<file path="config.mk">
export PLATFORM = sky130hd
export DESIGN_NAME = fmul_pipe
export DESIGN_NICKNAME = d
export VERILOG_FILES = /design/src/hdl/fmul_pkg.sv /design/src/hdl/fmul_mant_mult.sv /design/src/hdl/fmul_normalize.sv /design/src/hdl/fmul_pipe.sv /design/src/hdl/fmul_round_pack.sv /design/src/hdl/fmul_unpack.sv
export SDC_FILE = /design/constraint.sdc
export NUM_CORES = 2
export LEC_CHECK = 0
export BUFFER_PORTS_ARGS = -buffer_cell sky130_fd_sc_hd__buf_2
export CAP_MARGIN = 20
export CORE_ASPECT_RATIO = 2
export CORE_MARGIN = 8
export CORE_UTILIZATION = 40
export CTS_CLUSTER_SIZE = 24
export DETAILED_ROUTE_END_ITERATION = 8
export PLACE_DENSITY = 0.53
export SETUP_SLACK_MARGIN = 0.1
export SLEW_MARGIN = 40
export SYNTH_ARGS = -nofsm -noshare
export SYNTH_HDL_FRONTEND = slang
export SYNTH_SLANG_ARGS = --single-unit
</file>
<file path="constraint.sdc">
create_clock -name clk -period 9.3 [get_ports clk]
set_input_delay 0 -clock clk [delete_from_list [all_inputs] [get_ports clk]]
set_output_delay 0 -clock clk [all_outputs]
set_load 0.05 [all_outputs]
</file>
<file path="src/hdl/fmul_pkg.sv">
`default_nettype none

package fmul_pkg;

   // single precision word layout
   localparam int word_w = 32;
   localparam int exp_w  = 8;
   localparam int frac_w = 23;

   // mantissa with hidden bit, and the full product
   localparam int mant_w = 24;
   localparam int prod_w = 48;

   // signed internal exponent, room for under- and overflow
   localparam int expi_w = 10;

   localparam logic [exp_w-1:0] exp_max = 8'd255;

   // bias less one, the product's leading one sits a bit above the hidden bit
   localparam logic [expi_w-1:0] bias_adj = 10'd126;

   // clock cycles from in_valid to out_valid
   localparam int stage_count = 4;

   // result class, decided once in stage 1
   typedef enum logic [2:0] {
      spec_none     = 3'd0,
      spec_nan_b    = 3'd1,
      spec_nan_a    = 3'd2,
      spec_zero_inf = 3'd3,
      spec_inf      = 3'd4
   } spec_t;

endpackage

`default_nettype wire

</file>
<file path="src/hdl/fmul_mant_mult.sv">
`default_nettype none
`timescale 1ns/100ps

module fmul_mant_mult (
   input  logic                          clk,
   input  logic                          rst_n,
   input  logic                          s1_valid,
   input  logic                          s1_sign,
   input  logic [fmul_pkg::mant_w-1:0]   s1_mant_a,
   input  logic [fmul_pkg::mant_w-1:0]   s1_mant_b,
   input  logic [fmul_pkg::exp_w-1:0]    s1_exp_a,
   input  logic [fmul_pkg::exp_w-1:0]    s1_exp_b,
   input  fmul_pkg::spec_t               s1_class,
   input  logic [fmul_pkg::word_w-1:0]   s1_payload,
   output logic                          s2_valid,
   output logic                          s2_sign,
   output logic [fmul_pkg::prod_w-1:0]   s2_prod,
   output logic [fmul_pkg::expi_w-1:0]   s2_exp_sum,
   output fmul_pkg::spec_t               s2_class,
   output logic [fmul_pkg::word_w-1:0]   s2_payload
);

   logic [fmul_pkg::prod_w-1:0] prod;
   logic [fmul_pkg::expi_w-1:0] exp_sum;

   assign prod    = {{fmul_pkg::mant_w{1'b0}}, s1_mant_a} * {{fmul_pkg::mant_w{1'b0}}, s1_mant_b};
   // bias removed once here, leading zeros come off in stage 3
   assign exp_sum = {{(fmul_pkg::expi_w-fmul_pkg::exp_w){1'b0}}, s1_exp_a}
                  + {{(fmul_pkg::expi_w-fmul_pkg::exp_w){1'b0}}, s1_exp_b}
                  - fmul_pkg::bias_adj;

   always_ff @(posedge clk or negedge rst_n) begin
      if (!rst_n) begin
         s2_valid <= 1'b0;
      end else begin
         s2_valid <= s1_valid;
      end
   end

   always_ff @(posedge clk) begin
      s2_sign    <= s1_sign;
      s2_prod    <= prod;
      s2_exp_sum <= exp_sum;
      s2_class   <= s1_class;
      s2_payload <= s1_payload;
   end

endmodule

`default_nettype wire

</file>
<file path="src/hdl/fmul_normalize.sv">
`default_nettype none
`timescale 1ns/100ps

module fmul_normalize (
   input  logic                                        clk,
   input  logic                                        rst_n,
   input  logic                                        s2_valid,
   input  logic                                        s2_sign,
   input  logic [fmul_pkg::prod_w-1:0]                 s2_prod,
   input  logic [fmul_pkg::expi_w-1:0]                 s2_exp_sum,
   input  fmul_pkg::spec_t                             s2_class,
   input  logic [fmul_pkg::word_w-1:0]                 s2_payload,
   output logic                                        s3_valid,
   output logic                                        s3_sign,
   output logic [fmul_pkg::prod_w+fmul_pkg::frac_w-1:0] s3_mant,
   output logic [fmul_pkg::exp_w-1:0]                  s3_exp,
   output logic [fmul_pkg::exp_w-1:0]                  s3_exp_inc,
   output fmul_pkg::spec_t                             s3_class,
   output logic [fmul_pkg::word_w-1:0]                 s3_payload
);

   logic [fmul_pkg::expi_w-1:0]                 lz;
   logic [fmul_pkg::prod_w-1:0]                 prod_sh;
   logic [fmul_pkg::expi_w-1:0]                 exp_t;
   logic [fmul_pkg::expi_w-1:0]                 exp_t_inc;
   logic [fmul_pkg::expi_w-1:0]                 rshift;
   logic [fmul_pkg::prod_w+fmul_pkg::frac_w-1:0] mant_wide;
   logic [fmul_pkg::prod_w+fmul_pkg::frac_w-1:0] mant_al;

   // clamp the signed exponent into 0..exp_max
   function automatic logic [fmul_pkg::exp_w-1:0] sat_exp(
      input logic [fmul_pkg::expi_w-1:0] e
   );
      if (e[fmul_pkg::expi_w-1]) begin
         sat_exp = '0;
      end else if (|e[fmul_pkg::expi_w-2:fmul_pkg::exp_w]) begin
         sat_exp = fmul_pkg::exp_max;
      end else begin
         sat_exp = e[fmul_pkg::exp_w-1:0];
      end
   endfunction

   // highest set bit wins, zero product gives prod_w
   always_comb begin
      lz = fmul_pkg::expi_w'(fmul_pkg::prod_w);
      for (int i = 0; i < fmul_pkg::prod_w; i++) begin
         if (s2_prod[i]) begin
            lz = fmul_pkg::expi_w'(fmul_pkg::prod_w - 1 - i);
         end
      end
   end

   assign prod_sh   = s2_prod << lz;
   assign exp_t     = s2_exp_sum - lz;
   assign exp_t_inc = exp_t + 1'b1;
   assign rshift    = 1'b1 - exp_t;
   assign mant_wide = {prod_sh, {fmul_pkg::frac_w{1'b0}}};

   // underflow goes into subnormal range
   always_comb begin
      if (exp_t[fmul_pkg::expi_w-1]) begin
         mant_al = mant_wide >> rshift;
      end else if (exp_t == '0) begin
         mant_al = mant_wide >> 1;
      end else begin
         mant_al = mant_wide;
      end
   end

   always_ff @(posedge clk or negedge rst_n) begin
      if (!rst_n) begin
         s3_valid <= 1'b0;
      end else begin
         s3_valid <= s2_valid;
      end
   end

   always_ff @(posedge clk) begin
      s3_sign    <= s2_sign;
      s3_mant    <= mant_al;
      s3_exp     <= sat_exp(exp_t);
      s3_exp_inc <= sat_exp(exp_t_inc);
      s3_class   <= s2_class;
      s3_payload <= s2_payload;
   end

endmodule

`default_nettype wire

</file>
<file path="src/hdl/fmul_pipe.sv">
`default_nettype none
`timescale 1ns/100ps

module fmul_pipe (
   input  logic                        clk,
   input  logic                        rst_n,
   input  logic                        in_valid,
   input  logic [fmul_pkg::word_w-1:0] a,
   input  logic [fmul_pkg::word_w-1:0] b,
   output logic                        out_valid,
   output logic [fmul_pkg::word_w-1:0] y,
   output logic                        ovf
);

   // stage 1 outputs
   logic                        s1_valid;
   logic                        s1_sign;
   logic [fmul_pkg::mant_w-1:0] s1_mant_a;
   logic [fmul_pkg::mant_w-1:0] s1_mant_b;
   logic [fmul_pkg::exp_w-1:0]  s1_exp_a;
   logic [fmul_pkg::exp_w-1:0]  s1_exp_b;
   fmul_pkg::spec_t             s1_class;
   logic [fmul_pkg::word_w-1:0] s1_payload;

   // stage 2 outputs
   logic                        s2_valid;
   logic                        s2_sign;
   logic [fmul_pkg::prod_w-1:0] s2_prod;
   logic [fmul_pkg::expi_w-1:0] s2_exp_sum;
   fmul_pkg::spec_t             s2_class;
   logic [fmul_pkg::word_w-1:0] s2_payload;

   // stage 3 outputs
   logic                                        s3_valid;
   logic                                        s3_sign;
   logic [fmul_pkg::prod_w+fmul_pkg::frac_w-1:0] s3_mant;
   logic [fmul_pkg::exp_w-1:0]                  s3_exp;
   logic [fmul_pkg::exp_w-1:0]                  s3_exp_inc;
   fmul_pkg::spec_t                             s3_class;
   logic [fmul_pkg::word_w-1:0]                 s3_payload;

   fmul_unpack fmul_unpack_i (
      .clk        (clk),
      .rst_n      (rst_n),
      .in_valid   (in_valid),
      .a          (a),
      .b          (b),
      .s1_valid   (s1_valid),
      .s1_sign    (s1_sign),
      .s1_mant_a  (s1_mant_a),
      .s1_mant_b  (s1_mant_b),
      .s1_exp_a   (s1_exp_a),
      .s1_exp_b   (s1_exp_b),
      .s1_class   (s1_class),
      .s1_payload (s1_payload)
   );

   fmul_mant_mult fmul_mant_mult_i (
      .clk        (clk),
      .rst_n      (rst_n),
      .s1_valid   (s1_valid),
      .s1_sign    (s1_sign),
      .s1_mant_a  (s1_mant_a),
      .s1_mant_b  (s1_mant_b),
      .s1_exp_a   (s1_exp_a),
      .s1_exp_b   (s1_exp_b),
      .s1_class   (s1_class),
      .s1_payload (s1_payload),
      .s2_valid   (s2_valid),
      .s2_sign    (s2_sign),
      .s2_prod    (s2_prod),
      .s2_exp_sum (s2_exp_sum),
      .s2_class   (s2_class),
      .s2_payload (s2_payload)
   );

   fmul_normalize fmul_normalize_i (
      .clk        (clk),
      .rst_n      (rst_n),
      .s2_valid   (s2_valid),
      .s2_sign    (s2_sign),
      .s2_prod    (s2_prod),
      .s2_exp_sum (s2_exp_sum),
      .s2_class   (s2_class),
      .s2_payload (s2_payload),
      .s3_valid   (s3_valid),
      .s3_sign    (s3_sign),
      .s3_mant    (s3_mant),
      .s3_exp     (s3_exp),
      .s3_exp_inc (s3_exp_inc),
      .s3_class   (s3_class),
      .s3_payload (s3_payload)
   );

   fmul_round_pack fmul_round_pack_i (
      .clk        (clk),
      .rst_n      (rst_n),
      .s3_valid   (s3_valid),
      .s3_sign    (s3_sign),
      .s3_mant    (s3_mant),
      .s3_exp     (s3_exp),
      .s3_exp_inc (s3_exp_inc),
      .s3_class   (s3_class),
      .s3_payload (s3_payload),
      .out_valid  (out_valid),
      .y          (y),
      .ovf        (ovf)
   );

endmodule

`default_nettype wire

</file>
<file path="src/hdl/fmul_round_pack.sv">
`default_nettype none
`timescale 1ns/100ps

module fmul_round_pack (
   input  logic                                        clk,
   input  logic                                        rst_n,
   input  logic                                        s3_valid,
   input  logic                                        s3_sign,
   input  logic [fmul_pkg::prod_w+fmul_pkg::frac_w-1:0] s3_mant,
   input  logic [fmul_pkg::exp_w-1:0]                  s3_exp,
   input  logic [fmul_pkg::exp_w-1:0]                  s3_exp_inc,
   input  fmul_pkg::spec_t                             s3_class,
   input  logic [fmul_pkg::word_w-1:0]                 s3_payload,
   output logic                                        out_valid,
   output logic [fmul_pkg::word_w-1:0]                 y,
   output logic                                        ovf
);

   logic [fmul_pkg::mant_w-1:0] keep;
   logic                        rbit;
   logic [fmul_pkg::mant_w:0]   rnd;
   logic [fmul_pkg::exp_w-1:0]  exp_fin;
   logic                        ordinary;
   logic                        ovf_next;
   logic [fmul_pkg::word_w-1:0] y_next;

   assign keep = s3_mant[$bits(s3_mant)-1 -: fmul_pkg::mant_w];
   assign rbit = s3_mant[$bits(s3_mant)-1-fmul_pkg::mant_w];

   // half up on magnitude, only the first dropped bit counts
   assign rnd = {1'b0, keep} + {{fmul_pkg::mant_w{1'b0}}, rbit};

   always_comb begin
      if (rnd[fmul_pkg::mant_w]) begin
         exp_fin = s3_exp_inc;
      end else if (rnd[fmul_pkg::mant_w-1] && (s3_exp == '0)) begin
         // subnormal rounded up into normal range
         exp_fin = {{(fmul_pkg::exp_w-1){1'b0}}, 1'b1};
      end else if (rnd[fmul_pkg::mant_w-1:0] == '0) begin
         exp_fin = '0;
      end else begin
         exp_fin = s3_exp;
      end
   end

   assign ordinary = (s3_class == fmul_pkg::spec_none);
   assign ovf_next = s3_valid && ordinary && (exp_fin == fmul_pkg::exp_max);

   // a carry out leaves the low fraction bits at zero
   always_comb begin
      if (!ordinary) begin
         y_next = s3_payload;
      end else if (exp_fin == fmul_pkg::exp_max) begin
         y_next = {s3_sign, fmul_pkg::exp_max, {fmul_pkg::frac_w{1'b0}}};
      end else begin
         y_next = {s3_sign, exp_fin, rnd[fmul_pkg::frac_w-1:0]};
      end
   end

   always_ff @(posedge clk or negedge rst_n) begin
      if (!rst_n) begin
         out_valid <= 1'b0;
         ovf       <= 1'b0;
      end else begin
         out_valid <= s3_valid;
         ovf       <= ovf_next;
      end
   end

   always_ff @(posedge clk) begin
      y <= y_next;
   end

endmodule

`default_nettype wire

</file>
<file path="src/hdl/fmul_unpack.sv">
`default_nettype none
`timescale 1ns/100ps

module fmul_unpack (
   input  logic                          clk,
   input  logic                          rst_n,
   input  logic                          in_valid,
   input  logic [fmul_pkg::word_w-1:0]   a,
   input  logic [fmul_pkg::word_w-1:0]   b,
   output logic                          s1_valid,
   output logic                          s1_sign,
   output logic [fmul_pkg::mant_w-1:0]   s1_mant_a,
   output logic [fmul_pkg::mant_w-1:0]   s1_mant_b,
   output logic [fmul_pkg::exp_w-1:0]    s1_exp_a,
   output logic [fmul_pkg::exp_w-1:0]    s1_exp_b,
   output fmul_pkg::spec_t               s1_class,
   output logic [fmul_pkg::word_w-1:0]   s1_payload
);

   logic [fmul_pkg::exp_w-1:0]  exp_a;
   logic [fmul_pkg::exp_w-1:0]  exp_b;
   logic [fmul_pkg::frac_w-1:0] frac_a;
   logic [fmul_pkg::frac_w-1:0] frac_b;
   logic                        sign;
   logic                        nan_a;
   logic                        nan_b;
   logic                        inf_a;
   logic                        inf_b;
   logic                        zero_a;
   logic                        zero_b;
   fmul_pkg::spec_t             cls;
   logic [fmul_pkg::word_w-1:0] special;

   assign exp_a  = a[fmul_pkg::word_w-2 -: fmul_pkg::exp_w];
   assign exp_b  = b[fmul_pkg::word_w-2 -: fmul_pkg::exp_w];
   assign frac_a = a[fmul_pkg::frac_w-1:0];
   assign frac_b = b[fmul_pkg::frac_w-1:0];
   assign sign   = a[fmul_pkg::word_w-1] ^ b[fmul_pkg::word_w-1];

   assign nan_a  = (exp_a == fmul_pkg::exp_max) && (frac_a != '0);
   assign nan_b  = (exp_b == fmul_pkg::exp_max) && (frac_b != '0);
   assign inf_a  = (exp_a == fmul_pkg::exp_max) && (frac_a == '0);
   assign inf_b  = (exp_b == fmul_pkg::exp_max) && (frac_b == '0);
   assign zero_a = (exp_a == '0) && (frac_a == '0);
   assign zero_b = (exp_b == '0) && (frac_b == '0);

   // b's NaN wins and NaNs come out quiet
   always_comb begin
      special = {sign, fmul_pkg::exp_max, {fmul_pkg::frac_w{1'b0}}};
      if (nan_b) begin
         cls     = fmul_pkg::spec_nan_b;
         special = {b[fmul_pkg::word_w-1], fmul_pkg::exp_max, 1'b1,
                    frac_b[fmul_pkg::frac_w-2:0]};
      end else if (nan_a) begin
         cls     = fmul_pkg::spec_nan_a;
         special = {a[fmul_pkg::word_w-1], fmul_pkg::exp_max, 1'b1,
                    frac_a[fmul_pkg::frac_w-2:0]};
      end else if ((inf_a && zero_b) || (inf_b && zero_a)) begin
         cls     = fmul_pkg::spec_zero_inf;
         special = {1'b1, fmul_pkg::exp_max, 1'b1, {(fmul_pkg::frac_w-1){1'b0}}};
      end else if (inf_a || inf_b) begin
         cls     = fmul_pkg::spec_inf;
      end else begin
         cls     = fmul_pkg::spec_none;
      end
   end

   always_ff @(posedge clk or negedge rst_n) begin
      if (!rst_n) begin
         s1_valid <= 1'b0;
      end else begin
         s1_valid <= in_valid;
      end
   end

   // subnormals get exponent 1 and no hidden bit
   always_ff @(posedge clk) begin
      s1_sign    <= sign;
      s1_mant_a  <= {|exp_a, frac_a};
      s1_mant_b  <= {|exp_b, frac_b};
      s1_exp_a   <= (exp_a == '0) ? {{(fmul_pkg::exp_w-1){1'b0}}, 1'b1} : exp_a;
      s1_exp_b   <= (exp_b == '0) ? {{(fmul_pkg::exp_w-1){1'b0}}, 1'b1} : exp_b;
      s1_class   <= cls;
      s1_payload <= special;
   end

endmodule

`default_nettype wire

</file>
; After elaboration in Yosys (flattened, before gate mapping)
; Index checks and enable logic that the tools add are counted.
[word_totals]
output_inout_bits = 34
reg_bits = 354
elab_cells = 129
in_bits = 67
[classes]
n_mux = 63
bitwise = 1
n_eq_ne = 3
mul = 1
n_reduce_logical = 27
add_sub_neg = 6
shift = 2
[ops]
columns = op, n
row1 = 10-bit two-way mux, 47
row2 = 71-bit two-way mux, 2
row3 = 32-bit two-way mux, 4
row4 = 71-bit by 10-bit >> shifter with 71-bit output, 1
row5 = 24-bit by 24-bit multiplier with 48-bit output, 1
row6 = 48-bit by 10-bit << shifter with 48-bit output, 1
row7 = 23-bit zero test, 2
row8 = 23-bit nonzero test, 2
row9 = 8-bit two-way mux, 5
row10 = 31-bit two-way mux, 1
row11 = 24-bit by 1-bit adder with 25-bit output, 1
row12 = "8-bit equality test, second input constant", 3
row13 = 24-bit zero test, 1
row14 = 8-bit zero test, 3
row15 = 8-bit OR reduction, 2
row16 = 1-bit logical AND, 11
row17 = "10-bit by 1-bit adder with 10-bit output, second input constant", 1
row18 = 10-bit zero test, 1
row19 = "1-bit by 10-bit subtractor with 10-bit output, first input constant", 1
row20 = 10-bit subtractor, 1
row21 = "10-bit by 7-bit subtractor with 10-bit output, second input constant", 1
row22 = 8-bit by 8-bit adder with 9-bit output, 1
row23 = 5-bit two-way mux, 1
row24 = 2-bit two-way mux, 2
row25 = other kinds (6), 7

; Depth between registers and ports, before layout
[logic_depth]
ltp_word = 52
mapped_depth = 29
depth_no_buf = 28

; By module
; Synthesis repeated with hierarchy kept, for this count alone.
[hier_totals]
cells_unflattened = 4634
hier_area_um2 = 39489.1
[by_module_without_submodules]
columns = module, area_per_inst_um2, cells_each, instances, seq_area_each_um2
row1 = fmul_mant_mult, 21516.9, 2327, 1, 1906.8
row2 = fmul_normalize, 13061.3, 1810, 1, 2487.4
row3 = fmul_unpack, 2586.2, 198, 1, 1866.8
row4 = fmul_round_pack, 2324.7, 299, 1, 690.7

; Worst setup path after synthesis
; OpenSTA, ideal clock, no wires.
[synth_path]
path_kind = reg2reg
from = reg fmul_unpack_i.s1_mant_b[3] (netlist bit)
to = reg fmul_mant_mult_i.s2_prod[47] (netlist bit)
path_buffers = 1
stages_incl_launch_ff = 27
setup_time_ns = 0.072
setup_slack_ns = 1.795
t_arrival_ns = 7.433
t_required_ns = 9.228
synth_period_minus_slack_ns = 7.505
cell_sequence = dfxtp_1 > clkbuf_1 > nand2_1 > fa_1 > inv_1 > fa_1 > fa_1 > fa_1 > fa_1 > inv_1 > fa_1 > inv_1 > fa_1 > ha_1 > a21o_1 > a2111oi_0 > o21a_1 > o31ai_1 > a211oi_1 > o31ai_1 > o21ai_0 > o21ai_0 > o21ai_0 > nand2b_1 > a221o_1 > a21oi_1 > xnor2_1
[synth_between]
elab_chain_cells = 1
[synth_lines]
columns = element, line_no
row1 = start: declaration, fmul_unpack.sv:13  ; output logic [fmul_pkg::mant_w-1:0] s1_mant_b,
row2 = start signal: assignment, fmul_unpack.sv:80  ; s1_mant_b <= {|exp_b, frac_b};
row3 = 24-bit by 24-bit multiplier with 48-bit output, fmul_mant_mult.sv:26  ; assign prod = {{fmul_pkg::mant_w{1'b0}}, s1_mant_a} * {{fmul_pkg::mant_w{1'b0}}, s1_mant_b};
row4 = via fmul_mant_mult_i.prod (one bit), fmul_mant_mult.sv:23  ; logic [fmul_pkg::prod_w-1:0] prod;
row5 = end signal: assignment, fmul_mant_mult.sv:42  ; s2_prod <= prod;
row6 = end: declaration, fmul_mant_mult.sv:17  ; output logic [fmul_pkg::prod_w-1:0] s2_prod,
; The timed path passes the listed nets, and every way through them passes these cells.
; A chain may end at the register's enable or synchronous reset.

; Final worst setup path
[layout_path]
from = reg fmul_unpack_i.s1_mant_b[2] (netlist bit)
to = reg fmul_mant_mult_i.s2_prod[47] (netlist bit)
; The elaborated chain is that of the path after synthesis.

==> metrics.yaml <==
timing.fmax_ghz: 0.118
fin_crit_sh_pct: 91.3
setup_violations: 0
cp-start-kind: "flip-flop"
worstMarginPinSlew_ns: 0.928
synth_compound_gate_area_share_pct: 14.1
drive_gt1_share_pct: 9.22
grt_overflow: 0
fin_nets: 4653
slowest_stage: "dfxtp_1"
min_path_cells: 2
synth_top_family_by_area: "adder cells"
r2r_setup_slack_ns: 0.81
required_ns: 9.83
r2r_cells: 26
synth_seq_cells: 284
grt_start_max_net_pins: 48
synth_cell_types: 99
crit_family: "adder cells"
rsz0062_at_grt: "no"
gr-usage-met1_pct: 25.7
synth_area_mm2: 0.0332
synth_seq_area_share_pct: 17.2
drv_slew: 0
yosys_warnings: 0
min_to: "fmul_unpack_i.s1_exp_b[5]"
cts_setup_buffers: 0
worst_clock_skew_ns: 0.0351
synth-edff-count: 0
synth_flop_cell: "dfxtp_1"
final-hold-violation-count: 0
design.die.area_mm2: 0.0931
maxCapViolCount: 0
synth.net_count: 4555
rr_endpoint: "fmul_mant_mult_i.s2_prod[47]"
synthXorXnorAreaFrac_pct: 2.72
final_common_cell: "inv_1"
io_pins: 101
final_antenna_net_count: 0
post_cts_resized: 0
synthToLayoutAreaGrowth_pct: 10.8
hp-class: "primary input to flip-flop"
grt_pass1_vias: 31100
busiest_layer: "met2"
antenna_found_initial: 4
htreeDepth: 1
cp_max_fo: 14
synthCells: 3809
cp-end-kind: "flip-flop"
path_clk_slew_ns: 0.07
core_mm2: 0.0824
hp-start: "b[28]"
cts_buffer_depth: 3
postSynthAreaPerCell_um2: 8.72
status: "complete, no violations"
yosys-mux-area-fraction_pct: 2.47
die_x_um: 220
dr.first_iter.drc_count: 1972
met3_usage_pct: 3.30
synth-simple-area-share_pct: 18.1
grt_pass1_wl_um: 200000
place_congestion: 1.04
use_met2_pct: 55.9
crit_buf_inv: 4
finalSetupTns_ns: 0
clock-root-buffer: "clkbuf_16"
wire_per_inst_um: 27.6
period_minus_slack_ns: 8.49
die_h_um: 424
portBuffers: 100
critPathMaxStageDelay_ns: 0.82
cts_tree: "done"
routed_wl_um: 137000
drc_errors: 0
vias_per_cell: 5.84
drt_pass1_iterations: 6
initial_utilization_pct: 40.3
track_usage_pct: 29.3
final_cell_mix: "529 x inv_1, 508 x nand2_1, 484 x fa_1, 279 x dfxtp_1, 245 x and2_1"
worst-endpoint-arrival_ns: 9.03
synth-async-reset-ratio_pct: 1.76
slew_headroom_pct: 38.0
clkSinkCount: 284
rows: 149
vias: 29100
num-fill-cells: 8245
insertion_delay_ns: 0.60
dp_hpwl_um: 111000
timing.rr.start: "fmul_unpack_i.s1_mant_b[2]"
cts-buffers-inserted: 26
path_common_cell: "fa_1"
critPathKind: "flip-flop to flip-flop"
synth_fa_ha_area_share_pct: 36.5
## per-layer routing
metal | up-vias | part of all wire, %
met5 | - | 0
met4 | 0 | 12
met1 | 14600 | 30
li1 | 12800 | -
met3 | 613 | 4.0
met2 | 1183 | 55
## cell families (layout without fill, tap and decap cells)
logic type / after synthesis / in the layout
fa+ha+maj: 679 / 679
flops: 284 / 284
other cells: 0 / 4
xor+xnor: 103 / 103
buf+inv: 758 / 875
mux: 75 / 75
simple gates: 1251 / 1251
compound gates: 659 / 659
## worst reg2reg max path: stages, from the launching register on
cell	delay (ns)
dfxtp_1	0.82
buf_4	0.33
and2_1	0.16
fa_1	0.45
fa_1	0.53
fa_1	0.51
inv_1	0.11
fa_1	0.43
fa_1	0.47
fa_1	0.52
inv_1	0.05
fa_1	0.43
ha_1	0.36
a21o_1	0.22
a2111oi_0	0.55
buf_4	0.23
o21a_1	0.12
o31ai_1	0.16
a211oi_1	0.34
o31ai_1	0.17
o21ai_0	0.35
o21ai_0	0.17
o21ai_0	0.17
nand2b_1	0.13
a221o_1	0.36
a21oi_1	0.18
xnor2_1	0.13
## per-stage QoR
stage | hold WS, ns | instance area [um2] | instances | setup WS, ns | utilization (%)
after global placement | -0.184 | 35000 | 4866 | 0.885 | 42.5
after CTS | 0.0409 | 36700 | 4981 | 0.737 | 44.6
final | 0.0710 | 36800 | 4987 | 0.809 | 44.7
after global routing | 0.0626 | 36800 | 4984 | 0.225 | 44.7
after floorplan | -0.296 | 33200 | 3809 | 1.79 | -
after detailed placement | -0.183 | 35100 | 4866 | 0.762 | 42.6
## cell usage after synthesis (all sizes together) (27+ instances only)
cell    count  area share (%)
o31ai      44             1.0
nand2     508             5.7
clkbuf    179             2.0
dfxtp     279              17
xnor2      66             1.7
nor3       62            0.93
a211oi     32            0.78
nand4      28            0.53
xor2       37            0.98
a21oi     129             2.0
fa        484              29
o211ai     45             1.0
ha        195             7.3
and2      245             4.6
o21ai     120             1.8
inv       534             6.0
buf        44            0.81
nand3      62            0.93
nor2      193             2.2
mux2i      58             1.8
nor4       55             1.1
a22o       27            0.71
## timing repair
| item | in CTS | in global routing |
|---|---|---|
| endpoints found under the setup margin | 0 | 0 |
| hold endpoints to repair | 93 | 0 |
| hold buffers | 68 | 0 |
## final cells by class
class                      instances  area [um2]  share of cell area [%]
timing repair buffer             293        2120                    5.76
tap                             1057        1320                    3.59
clock buffer                      28         689                    1.87
inverter                         535        2010                    5.46
clock inverter                    19         250                   0.680
antenna                            4        10.0                  0.0272
multi-input combinational       2767       24700                    67.1
sequential                       284        5710                    15.5
## registers in the layout (all words and copies together), names as in the netlist, 8 cells and up
signal                       flops
fmul_normalize_i.s3_exp          8
fmul_unpack_i.s1_mant_b         24
fmul_mant_mult_i.s2_exp_sum     10
fmul_unpack_i.s1_exp_a           8
fmul_mant_mult_i.s2_prod        48
fmul_round_pack_i.y             32
fmul_unpack_i.s1_mant_a         24
fmul_normalize_i.s3_mant        25
fmul_normalize_i.s3_payload     24
fmul_normalize_i.s3_exp_inc      8
fmul_unpack_i.s1_payload        24
fmul_mant_mult_i.s2_payload     24
fmul_unpack_i.s1_exp_b           8
## worst max path at each step
stage / slack [ns] / cells after the start / end / start
after global routing: 0.22 / 27 / fmul_mant_mult_i.s2_prod[47] / fmul_unpack_i.s1_mant_a[10]
final: 0.81 / 26 / fmul_mant_mult_i.s2_prod[47] / fmul_unpack_i.s1_mant_b[2]
after CTS: 0.74 / 26 / fmul_mant_mult_i.s2_prod[47] / fmul_unpack_i.s1_mant_b[2]
after detailed placement: 0.76 / 26 / fmul_mant_mult_i.s2_prod[47] / fmul_unpack_i.s1_mant_b[2]
after global placement: 0.88 / 27 / fmul_mant_mult_i.s2_prod[47] / fmul_unpack_i.s1_mant_a[11]
after floorplan: 1.79 / 26 / fmul_mant_mult_i.s2_prod[47] / fmul_unpack_i.s1_mant_b[3]
Power is left out: the tool's default activity adds up to more than one toggle a clock period on the data nets, which glitch-free logic cannot reach.
